## src/design/periph_pkg.sv

```systemverilog
package periph_pkg;

    // Bus widths
    localparam int ADDR_W    = 11;
    localparam int DATA_W    = 32;
    localparam int BYTE_W    = 8;
    localparam int PIN_COUNT = 8;

    // Simple region slots
    localparam int SLOT_COUNT = 16;
    localparam int SLOT_REGS  = 4;

    // Address fields
    localparam int SIMPLE_BIT = 10;
    localparam int PAGE_LSB   = 6;
    localparam int PAGE_W     = 4;
    localparam int OFFSET_W   = 6;
    localparam int SLOT_LSB   = 4;
    localparam int SLOT_IDX_W = 4;
    localparam int SLOT_OFS_W = 4;

    localparam int PIN_IDX_W      = $clog2(PIN_COUNT);
    localparam int SLOT_REG_IDX_W = $clog2(SLOT_REGS);

    // Function select width, bit 4 picks a slot
    localparam int FSEL_W = 5;

    typedef logic [BYTE_W-1:0]     byte_t;
    typedef logic [PIN_COUNT-1:0]  pins_t;
    typedef logic [FSEL_W-1:0]     fsel_t;
    typedef logic [DATA_W-1:0]     bus_word_t;
    typedef logic [ADDR_W-1:0]     addr_t;
    typedef logic [SLOT_IDX_W-1:0] slot_idx_t;

    // GPIO page and register map
    localparam int PAGE_GPIO      = 1;
    localparam int GPIO_OUT_OFS   = 0;
    localparam int GPIO_IN_OFS    = 4;
    localparam int GPIO_FSEL_BASE = 'h20;

    // All pins come out of reset routed to the GPIO register
    localparam fsel_t FSEL_RESET = fsel_t'(PAGE_GPIO);

endpackage
```

## src/design/byte_bus_if.sv

```systemverilog
`timescale 1ns/100ps

interface byte_bus_if;

    logic [periph_pkg::OFFSET_W-1:0]   offset;
    periph_pkg::byte_t                 wdata;
    logic [periph_pkg::SLOT_COUNT-1:0] slot_wr;
    logic                              gpio_wr;

    // Read source selection
    logic                              sel_simple;
    periph_pkg::slot_idx_t             slot_idx;
    logic                              sel_gpio;

    modport source (
        output offset, wdata, slot_wr, gpio_wr, sel_simple, slot_idx, sel_gpio
    );

    modport slot (
        input offset, wdata
    );

    modport gpio (
        input offset, wdata, gpio_wr
    );

    modport response (
        input sel_simple, slot_idx, sel_gpio
    );

endinterface

```

## src/design/periph_top.sv

```systemverilog
`timescale 1ns/100ps

module periph_top (
    input  logic                  clk,
    input  logic                  rst_n,
    input  periph_pkg::addr_t     i_addr,
    input  periph_pkg::bus_word_t i_wdata,
    input  logic                  i_write,
    input  logic                  i_read,
    input  logic                  i_read_complete,
    input  periph_pkg::pins_t     i_ui_in,
    output periph_pkg::bus_word_t o_rdata,
    output logic                  o_ready,
    output periph_pkg::pins_t     o_uo_out
);

    byte_bus_if bus ();

    periph_pkg::byte_t slot_rdata [periph_pkg::SLOT_COUNT];
    periph_pkg::pins_t slot_pins  [periph_pkg::SLOT_COUNT];
    periph_pkg::byte_t gpio_rdata;

    addr_decoder u_addr_decoder (
        .i_addr  (i_addr),
        .i_wdata (i_wdata),
        .i_write (i_write),
        .bus     (bus.source)
    );

    // Row of identical byte peripherals in the simple region
    for (genvar s = 0; s < periph_pkg::SLOT_COUNT; s++) begin : g_slot
        byte_slot u_byte_slot (
            .clk        (clk),
            .rst_n      (rst_n),
            .bus        (bus.slot),
            .i_write_en (bus.slot_wr[s]),
            .o_rdata    (slot_rdata[s]),
            .o_pins     (slot_pins[s])
        );
    end

    gpio_ctrl u_gpio_ctrl (
        .clk         (clk),
        .rst_n       (rst_n),
        .bus         (bus.gpio),
        .i_ui_in     (i_ui_in),
        .i_slot_pins (slot_pins),
        .o_rdata     (gpio_rdata),
        .o_uo_out    (o_uo_out)
    );

    read_response u_read_response (
        .clk             (clk),
        .rst_n           (rst_n),
        .bus             (bus.response),
        .i_read          (i_read),
        .i_write         (i_write),
        .i_read_complete (i_read_complete),
        .i_slot_rdata    (slot_rdata),
        .i_gpio_rdata    (gpio_rdata),
        .o_rdata         (o_rdata),
        .o_ready         (o_ready)
    );

endmodule

```

## src/design/read_response.sv

```systemverilog
`timescale 1ns/100ps

module read_response (
    input  logic                  clk,
    input  logic                  rst_n,
    byte_bus_if.response          bus,
    input  logic                  i_read,
    input  logic                  i_write,
    input  logic                  i_read_complete,
    input  periph_pkg::byte_t     i_slot_rdata [periph_pkg::SLOT_COUNT],
    input  periph_pkg::byte_t     i_gpio_rdata,
    output periph_pkg::bus_word_t o_rdata,
    output logic                  o_ready
);

    periph_pkg::bus_word_t rdata_mux;
    periph_pkg::bus_word_t rdata_hold;
    logic                  hold;
    logic                  ready_r;
    logic                  capture;

    // Unused user pages fall through to zero
    always_comb begin
        rdata_mux = '0;
        if (bus.sel_simple) begin
            rdata_mux[periph_pkg::BYTE_W-1:0] = i_slot_rdata[bus.slot_idx];
        end else if (bus.sel_gpio) begin
            rdata_mux[periph_pkg::BYTE_W-1:0] = i_gpio_rdata;
        end
    end

    // A full hold register keeps its data until the core completes the read
    assign capture = i_read && !hold;

    always_ff @(posedge clk) begin
        if (!rst_n) begin
            hold    <= 1'b0;
            ready_r <= 1'b0;
        end else begin
            if (i_read_complete) begin
                hold <= 1'b0;
            end
            if (capture) begin
                hold <= 1'b1;
            end
            // Every device answers in one cycle
            ready_r <= i_read;
        end
    end

    always_ff @(posedge clk) begin
        if (capture) begin
            rdata_hold <= rdata_mux;
        end
    end

    assign o_rdata = rdata_hold;

    // Writes complete in the cycle they are presented
    assign o_ready = ready_r || i_write;

endmodule

```

## src/design/gpio_ctrl.sv

```systemverilog
`timescale 1ns/100ps

module gpio_ctrl (
    input  logic              clk,
    input  logic              rst_n,
    byte_bus_if.gpio          bus,
    input  periph_pkg::pins_t i_ui_in,
    input  periph_pkg::pins_t i_slot_pins [periph_pkg::SLOT_COUNT],
    output periph_pkg::byte_t o_rdata,
    output periph_pkg::pins_t o_uo_out
);

    periph_pkg::byte_t                gpio_out;
    periph_pkg::fsel_t                fsel [periph_pkg::PIN_COUNT];
    logic                             fsel_hit;
    logic [periph_pkg::PIN_IDX_W-1:0] fsel_pin;

    // Selects sit one per word from the base up to the end of the page
    assign fsel_hit = (bus.offset >= periph_pkg::GPIO_FSEL_BASE) && (bus.offset[1:0] == 2'b00);
    assign fsel_pin = bus.offset[2 +: periph_pkg::PIN_IDX_W];

    always_ff @(posedge clk) begin
        if (!rst_n) begin
            gpio_out <= '0;
        end else if (bus.gpio_wr && (bus.offset == periph_pkg::GPIO_OUT_OFS)) begin
            gpio_out <= bus.wdata;
        end
    end

    always_comb begin
        o_rdata = '0;
        if (bus.offset == periph_pkg::GPIO_OUT_OFS) begin
            o_rdata = gpio_out;
        end else if (bus.offset == periph_pkg::GPIO_IN_OFS) begin
            o_rdata = i_ui_in;
        end else if (fsel_hit) begin
            o_rdata[periph_pkg::FSEL_W-1:0] = fsel[fsel_pin];
        end
    end

    for (genvar p = 0; p < periph_pkg::PIN_COUNT; p++) begin : g_pin
        always_ff @(posedge clk) begin
            if (!rst_n) begin
                fsel[p] <= periph_pkg::FSEL_RESET;
            end else if (bus.gpio_wr && fsel_hit && (fsel_pin == p)) begin
                fsel[p] <= bus.wdata[periph_pkg::FSEL_W-1:0];
            end
        end

        // Top select bit picks a slot, otherwise only the GPIO page drives the pin
        assign o_uo_out[p] =
            fsel[p][periph_pkg::FSEL_W-1] ?
                i_slot_pins[fsel[p][periph_pkg::SLOT_IDX_W-1:0]][p] :
            (fsel[p][periph_pkg::SLOT_IDX_W-1:0] == periph_pkg::PAGE_GPIO) ?
                gpio_out[p] : 1'b0;
    end

endmodule

```

## src/design/byte_slot.sv

```systemverilog
`timescale 1ns/100ps

module byte_slot (
    input  logic              clk,
    input  logic              rst_n,
    byte_bus_if.slot          bus,
    input  logic              i_write_en,
    output periph_pkg::byte_t o_rdata,
    output periph_pkg::pins_t o_pins
);

    periph_pkg::byte_t                   regs [periph_pkg::SLOT_REGS];
    logic                                reg_hit;
    logic [periph_pkg::SLOT_REG_IDX_W-1:0] reg_idx;

    // Offsets past the register file are unmapped
    assign reg_hit = bus.offset < periph_pkg::SLOT_REGS;
    assign reg_idx = bus.offset[periph_pkg::SLOT_REG_IDX_W-1:0];

    always_ff @(posedge clk) begin
        if (!rst_n) begin
            regs <= '{default: '0};
        end else if (i_write_en && reg_hit) begin
            regs[reg_idx] <= bus.wdata;
        end
    end

    assign o_rdata = reg_hit ? regs[reg_idx] : '0;

    // Register 0 is the pin vector of this slot
    assign o_pins = regs[0];

endmodule

```

## src/design/addr_decoder.sv

```systemverilog
`timescale 1ns/100ps

module addr_decoder (
    input  periph_pkg::addr_t     i_addr,
    input  periph_pkg::bus_word_t i_wdata,
    input  logic                  i_write,
    byte_bus_if.source            bus
);

    logic                            simple;
    logic [periph_pkg::PAGE_W-1:0]   page;
    periph_pkg::slot_idx_t           slot;

    // Bit 10 splits the simple region from the user pages
    assign simple = i_addr[periph_pkg::SIMPLE_BIT];
    assign page   = i_addr[periph_pkg::PAGE_LSB +: periph_pkg::PAGE_W];
    assign slot   = i_addr[periph_pkg::SLOT_LSB +: periph_pkg::SLOT_IDX_W];

    assign bus.sel_simple = simple;
    assign bus.slot_idx   = slot;
    assign bus.sel_gpio   = !simple && (page == periph_pkg::PAGE_GPIO);

    // Only byte accesses, data on the low lane
    assign bus.wdata = i_wdata[periph_pkg::BYTE_W-1:0];

    // Simple slots only see a 4-bit offset
    always_comb begin
        bus.offset = '0;
        if (simple) begin
            bus.offset[periph_pkg::SLOT_OFS_W-1:0] = i_addr[periph_pkg::SLOT_OFS_W-1:0];
        end else begin
            bus.offset = i_addr[periph_pkg::OFFSET_W-1:0];
        end
    end

    // One-hot write strobe to the addressed slot
    always_comb begin
        bus.slot_wr = '0;
        if (i_write && simple) begin
            bus.slot_wr[slot] = 1'b1;
        end
    end

    assign bus.gpio_wr = i_write && !simple && (page == periph_pkg::PAGE_GPIO);

endmodule

```

## config.mk

```make
export PLATFORM = sky130hd
export DESIGN_NAME = periph_top
export DESIGN_NICKNAME = d
export VERILOG_FILES = /design/src/design/periph_pkg.sv /design/src/design/byte_bus_if.sv /design/src/design/periph_top.sv /design/src/design/read_response.sv /design/src/design/gpio_ctrl.sv /design/src/design/byte_slot.sv /design/src/design/addr_decoder.sv
export SDC_FILE = /design/constraint.sdc
export NUM_CORES = 1
export LEC_CHECK = 0
export ABC_AREA = 1
export BUFFER_PORTS_ARGS = -buffer_cell sky130_fd_sc_hd__buf_2
export CAP_MARGIN = 20
export CORE_MARGIN = 2
export CORE_UTILIZATION = 30
export CTS_CLUSTER_SIZE = 25
export DETAILED_ROUTE_END_ITERATION = 10
export PLACE_DENSITY_LB_ADDON = 0.08
export SETUP_SLACK_MARGIN = 0.05
export SKIP_CTS_REPAIR_TIMING = 1
export SLEW_MARGIN = 25
export SYNTH_ARGS = -nofsm -noshare
export SYNTH_HDL_FRONTEND = slang
export SYNTH_HIERARCHICAL = 1
export SYNTH_SLANG_ARGS = --single-unit
```

## constraint.sdc

```tcl
create_clock -name clk -period 2.8 [get_ports clk]
set_clock_uncertainty 0.1 [all_clocks]
set_input_delay 0 -clock clk [delete_from_list [all_inputs] [get_ports clk]]
set_output_delay 0 -clock clk [all_outputs]
set_load 0.02 [all_outputs]
```

==> flow_metrics.tcl, run 1 <==
set metrics [dict create \
    netlist_area_um2 34500 \
    wl_per_cell_um 19.0 \
    holdWs_ns -0.0146 \
    ys_types 38 \
    reg2reg_depth 12 \
    p_total_mw 19.5 \
    synth_mux_area_frac 0 \
    nFillCells 13200 \
    critPathMaxStageDelay_ns 0.39 \
    r2r-start "g_slot[12].u_byte_slot/o_pins[2]" \
    worst_path_max_delay_cell "edfxtp_1" \
    holdPathEnd "g_slot[2].u_byte_slot/regs[23]" \
    clkTransAtPathRegs_ns 0.06 \
    crit_fanout 10 \
    pre_cts_ws_ns 0.260 \
    cts_tree "built" \
    synthXorXnorAreaFrac 0 \
    clk_latency_ns 0.65 \
    synth_top_family_by_area "simple AND/OR/NAND/NOR gates" \
    synth.area.top_cells "dfxtp_1 (30%), nand2_1 (19%), nor2_1 (15%)" \
    power.density_nw_per_um2 522 \
    vias_per_cell 4.65 \
    holdCritStartpoint "i_wdata[7]" \
    die_h_um 343 \
    finalMaxSlewViolations 0 \
    leakagePower_nw 16.1 \
    grt_usage 0.223 \
    path_cells "clkinvlp_4, nand2_1, nand3_1, nand3_1, nand2_1, nand2_1, nand3_1, nand2_1, buf_2" \
    ys_seq_area_frac 0.345 \
    synthAdderAreaFrac 0 \
    coreArea_um2 114000 \
    grt_pass1_vias 29900 \
    layout_worst_path_cycle_share 0.914 \
    grt_pass1_wl_mm 196 \
    port_buffers 48 \
    relSlewSlack 0.336 \
    worst_setup_path_start_kind "flip-flop" \
    ir_drop_mv 0.367 \
    ys_seq_elements 570 \
    via_count 32500 \
    syn2layout_area_growth_pct 8.37 \
    arrival_ns 2.46 \
    placed_cells 6830 \
    drive_gt1_frac 0.105 \
    maxCapViolCount 0 \
    r2r_end "u_read_response/o_rdata[2]" \
    placementRows 124 \
    holdPathStages 5 \
    finalSetupViolations 0 \
    cts_sinks 570 \
    cts_made_buffers 74 \
    die_area_um2 118000 \
    clockBufferDepth 3 \
    routabilityCongestion 0.930 \
    cts-root-buf "clkbuf_16" \
    fmax_ghz 0.391 \
    antenna_found_initial 1 \
    cp-end-kind "primary output" \
    start_util 0.302 \
    violations "negative hold slack" \
    critPathKind "flip-flop to primary output" \
    ctsHtreeMaxLevel 3 \
    stdcell_area_um2 37400 \
    nets 5483 \
    firstDrtPassIters 6 \
    synth_cells 5517 \
    ios 97 \
    hold_path_class "primary input to flip-flop" \
    first_iter_violations 2742 \
    die_w_um 343 \
    crit_top_cell "nand2_1" \
    routed_wl_mm 133 \
    period_needed_ns 2.56 \
    placed_area_um2 34800 \
    max_slew.worst_pin.slew_ns 0.995 \
    synth_top_area_cell "dfxtp_1" \
    grt.overflow.total 0 \
    setup_ws_ns 0.241 \
    outcome "finished, violations left" \
    synth_top_area_frac 0.303 \
    required_ns 2.70 \
    drc_errors 0 \
    r2r_slack_ns 0.72 \
    grt_setup_unrepaired "no" \
    fin_cells 6998 \
    synth-compound-area-share 0.00599 \
    syn_avg_cell_area_um2 6.25 \
    grt_max_degree 147 \
    hold_viol 14 \
    ant_nets 0 \
    place_hpwl_mm 96.3 \
    synth-simple-area-share 0.512 \
    ys.warnings.count 6 \
]
layer usage:
layer	part of all wire	GRT usage	vias to the layer above
li1	-	-	16600
met1	0.49	0.322	15100
met2	0.44	0.349	747
met3	0.049	0.0259	134
met4	0.023	0.0585	0
met5	0	0	-
final cells by class:
type                            count  area, um^2  area share
Multi-Input combinational cell   4119       18000       0.481
Inverter                          482        1890      0.0507
Timing Repair Buffer              180        1470      0.0392
Sequential cell                   570       11900       0.318
Tap cell                         1512        1890      0.0506
Clock inverter                     25         209     0.00559
Clock buffer                      107        2050      0.0548
Antenna cell                        3        7.51    0.000201
synthesized netlist by cell type (all sizes together):
master	instances
a22o	3
nand3	726
a21oi	17
clkinv	29
nor4	6
nand2	1799
clkbuf	3
o21ai	13
nor4b	2
o211ai	1
inv	453
nand4	8
o21a	1
nor2	1507
buf	366
edfxtp	48
or2	4
conb	1
nand3b	3
nor3	5
dfxtp	522
cell families after synthesis:
group	count (synthesis)
AND/OR/NAND/NOR	4060
buffers and inverters	851
flip-flops	570
AO/OA/AOI/OAI	35
other	1
cell usage in the layout (no fill, tap or decap), types with 13 or more instances in the layout:
master | netlist | final
a21oi_1 | 15 | 15
buf_12 | 0 | 13
buf_2 | 42 | 45
buf_4 | 174 | 99
clkbuf_1 | 3 | 25
clkbuf_16 | 0 | 74
clkinv_2 | 16 | 28
conb_1 | 1 | 24
dfxtp_1 | 522 | 522
dlygate4sd3_1 | 0 | 21
edfxtp_1 | 48 | 48
inv_1 | 400 | 400
inv_2 | 36 | 36
inv_4 | 17 | 17
nand2_1 | 1741 | 1741
nand2_2 | 39 | 39
nand2_4 | 19 | 19
nand3_1 | 710 | 710
nand3_4 | 16 | 16
nor2_1 | 1357 | 1354
nor2_2 | 33 | 35
nor2_4 | 116 | 117
registers in the layout, summed over array words and instances (netlist names):
name,count
g_slot.u_byte_slot/o_pins,128
u_read_response/hold,1
u_read_response/o_rdata,8
g_slot.u_byte_slot/regs,384
u_read_response/ready_r,1
u_gpio_ctrl/fsel,40
u_gpio_ctrl/gpio_out,8
worst max-delay path, delay by kind of cell, from the launching register on:
| kind | cells | cell delay (ns) |
|---|---|---|
| buffers and inverters | 2 | 0.50 |
| and+or+nand+nor | 7 | 0.92 |
| DFF | 1 | 0.39 |
worst max-delay path by stage:
| stage | from | end |
|---|---|---|
| finish | u_gpio_ctrl/fsel[7][0] | o_uo_out[7] |
| global route | u_gpio_ctrl/fsel[3][0] | o_uo_out[3] |
| global placement | i_addr[6] | u_gpio_ctrl/fsel[5][1] |
| CTS | u_gpio_ctrl/fsel[1][0] | o_uo_out[1] |
| floorplan | i_addr[4] | u_gpio_ctrl/fsel[7][0] |
| detailed placement | i_addr[1] | u_read_response/o_rdata[2] |
through the flow:
stage | hold slack [ns] | utilization | TNS [ns]
after floorplan | -0.00655 | - | 0
after global placement | 0.102 | 0.305 | 0
after detailed placement | 0.100 | 0.305 | 0
after CTS | -0.606 | 0.324 | -0.121
after global routing | 0.00246 | 0.327 | 0
final | -0.0146 | 0.327 | 0
report_power, final:
| part | total (mW) | internal [mW] | leakage (nW) | switching (mW) |
|---|---|---|---|---|
| Clock | 9.23 | 5.28 | 1.11 | 3.95 |
| Sequential | 8.33 | 8.27 | 4.67 | 0.0572 |
| Combinational | 1.95 | 0.464 | 10.3 | 1.48 |
No activity file was read; power rests on OpenSTA's default activity.
==> run 2, diff against run 1 <==
Settings changed: PLACE_DENSITY from default to 0.48, PLACE_DENSITY_LB_ADDON 0.08 to default.
==> run 2 against run 1 <==
Effect of this change: first-iteration DRC count grew 13%; global-route usage is 1.8 points lower; non-clock buffer count decreased by 34; flip-flop and latch count did not move; critical path depth unchanged; wire length decreased by 7.7%; the run still ends with negative hold slack left; cell count decreased by 0.57%; fmax about the same; worst setup slack gained 0.0020 ns; worst hold slack better by 0.0089 ns; via count shrank 0.57%; critical path type unchanged.
==> flow_metrics.tcl, run 2 (same netlist as run 1, synthesis figures left out) <==
set metrics [dict create \
    holdWs_ns -0.00561 \
    layout_common_cells "nand2_1 (1741), nor2_1 (1355), nand3_1 (710), dfxtp_1 (522), inv_1 (400)" \
    port_buffers 48 \
    placed_area_um2 34600 \
    grt_max_degree 137 \
    ios 97 \
    grt_pass1_wl_mm 183 \
    cts_tree "built" \
    path_cells "clkinvlp_4, nand2_1, nand3_1, nand3_1, nand2_1, nand2_1, nand3_1, nand2_1, buf_2" \
    hold_viol 3 \
    cts-root-buf "clkbuf_16" \
    via_count 32300 \
    tns_ns 0 \
    ctsHtreeMaxLevel 3 \
    die_w_um 343 \
    cts_made_buffers 73 \
    die_h_um 343 \
    critPathKind "flip-flop to primary output" \
    largest_register_ffs 384 \
    required_ns 2.70 \
    violations "negative hold slack" \
    placed_cells 6799 \
    period_needed_ns 2.56 \
    coreArea_um2 114000 \
    holdPathStages 5 \
    clk_latency_ns 0.64 \
    fmax_ghz 0.391 \
    grt_setup_unrepaired "no" \
    ir_drop_mv 0.449 \
    die_area_um2 118000 \
    crit_fanout 10 \
    clockBufferDepth 3 \
    worst_setup_path_start_kind "flip-flop" \
    final_common_cell "nand2_1" \
    syn2layout_area_growth_pct 7.97 \
    cp.depth 9 \
    power.density_nw_per_um2 529 \
    drive_gt1_frac 0.0996 \
    start_util 0.302 \
    stdcell_area_um2 37200 \
    antenna_found_initial 2 \
    crit_family "simple AND/OR/NAND/NOR gates" \
    grt_usage 0.204 \
    arrival_ns 2.46 \
    place_hpwl_mm 88.3 \
    outcome "finished, violations left" \
    wl_per_cell_um 17.6 \
    clkTransAtPathRegs_ns 0.06 \
    finalMaxSlewViolations 0 \
    nets 5448 \
    reg2reg_depth 12 \
    layout_worst_path_cycle_share 0.913 \
    grt.overflow.total 0 \
    leakagePower_nw 16.0 \
    largest_register "g_slot.u_byte_slot/regs" \
    cts_sinks 570 \
    grt_pass1_vias 29300 \
    finalSetupViolations 0 \
    drc_errors 0 \
    critPathMaxStageDelay_ns 0.60 \
    worstPathBufferInverterCount 2 \
    placementRows 124 \
    first_iter_violations 3103 \
    maxCapViolCount 0 \
    cp-end-kind "primary output" \
    vias_per_cell 4.65 \
    ant_nets 0 \
    worst_path_max_delay_cell "edfxtp_1" \
    routabilityCongestion 0.958 \
    firstDrtPassIters 5 \
    fin_cells 6958 \
    routed_wl_mm 123 \
    relSlewSlack 0.340 \
    max_slew.worst_pin.slew_ns 0.991 \
    crit_top_cell "nand2_1" \
    hold_path_class "primary input to flip-flop" \
]
==> run 2: through the flow <==
stage	util	setup slack [ns]	total power, mW
5_1_grt	0.326	0.0898	20.4
3_5_place_dp	0.303	0.280	10.3
2_1_floorplan	-	0.199	9.80
4_1_cts	0.323	0.00614	19.9
3_3_place_gp	0.303	0.220	10.3
6_report	0.326	0.243	19.7
==> run 2: final cells by class <==
class	count	area, um^2
inverters	482	1890
repair buffers	146	1220
well taps	1512	1890
flip-flops and latches	570	11900
clock inverters	16	211
multi-input cells	4119	18000
diodes	2	5.00
fillers	13000	77000
clock buffers	111	2160
==> run 2: final timing paths <==
check                                                     start                        endpoint  slack (ns)
worst max-delay path                     u_gpio_ctrl/fsel[0][0]                     o_uo_out[0]        0.24
worst max register to register  g_slot[0].u_byte_slot/o_pins[4]      u_read_response/o_rdata[4]        0.69
worst min-delay path                                 i_wdata[6]  g_slot[6].u_byte_slot/regs[14]      -0.006
worst min register to register   g_slot[7].u_byte_slot/regs[13]  g_slot[7].u_byte_slot/regs[13]        0.38
==> run 2: report_power, final <==
| group | switching [mW] | internal [mW] | total (mW) |
|---|---|---|---|
| sequential | 0.0493 | 8.27 | 8.32 |
| combinational | 1.44 | 0.441 | 1.88 |
| clock | 3.80 | 5.67 | 9.48 |
==> run 2: worst register-to-register path, stage by stage, from the launching register on <==
cell     delay, ns
dfxtp_1       0.37
nand2_1       0.09
nand2_1       0.05
nor2_1        0.27
nor2_1        0.07
nand2_1       0.10
nand2_1       0.08
nand2_1       0.11
nand3_1       0.16
nand2_1       0.14
nand2_1       0.09
nand3_1       0.09
nand2_1       0.12
==> run 2: per-layer routing <==
layer  track usage  up-vias  part of all wire
li1              -    16500                 -
met1         0.289    15000              0.47
met2         0.322      771              0.45
met3        0.0309      137             0.061
met4        0.0547        4             0.022
met5             0        -           0.00018
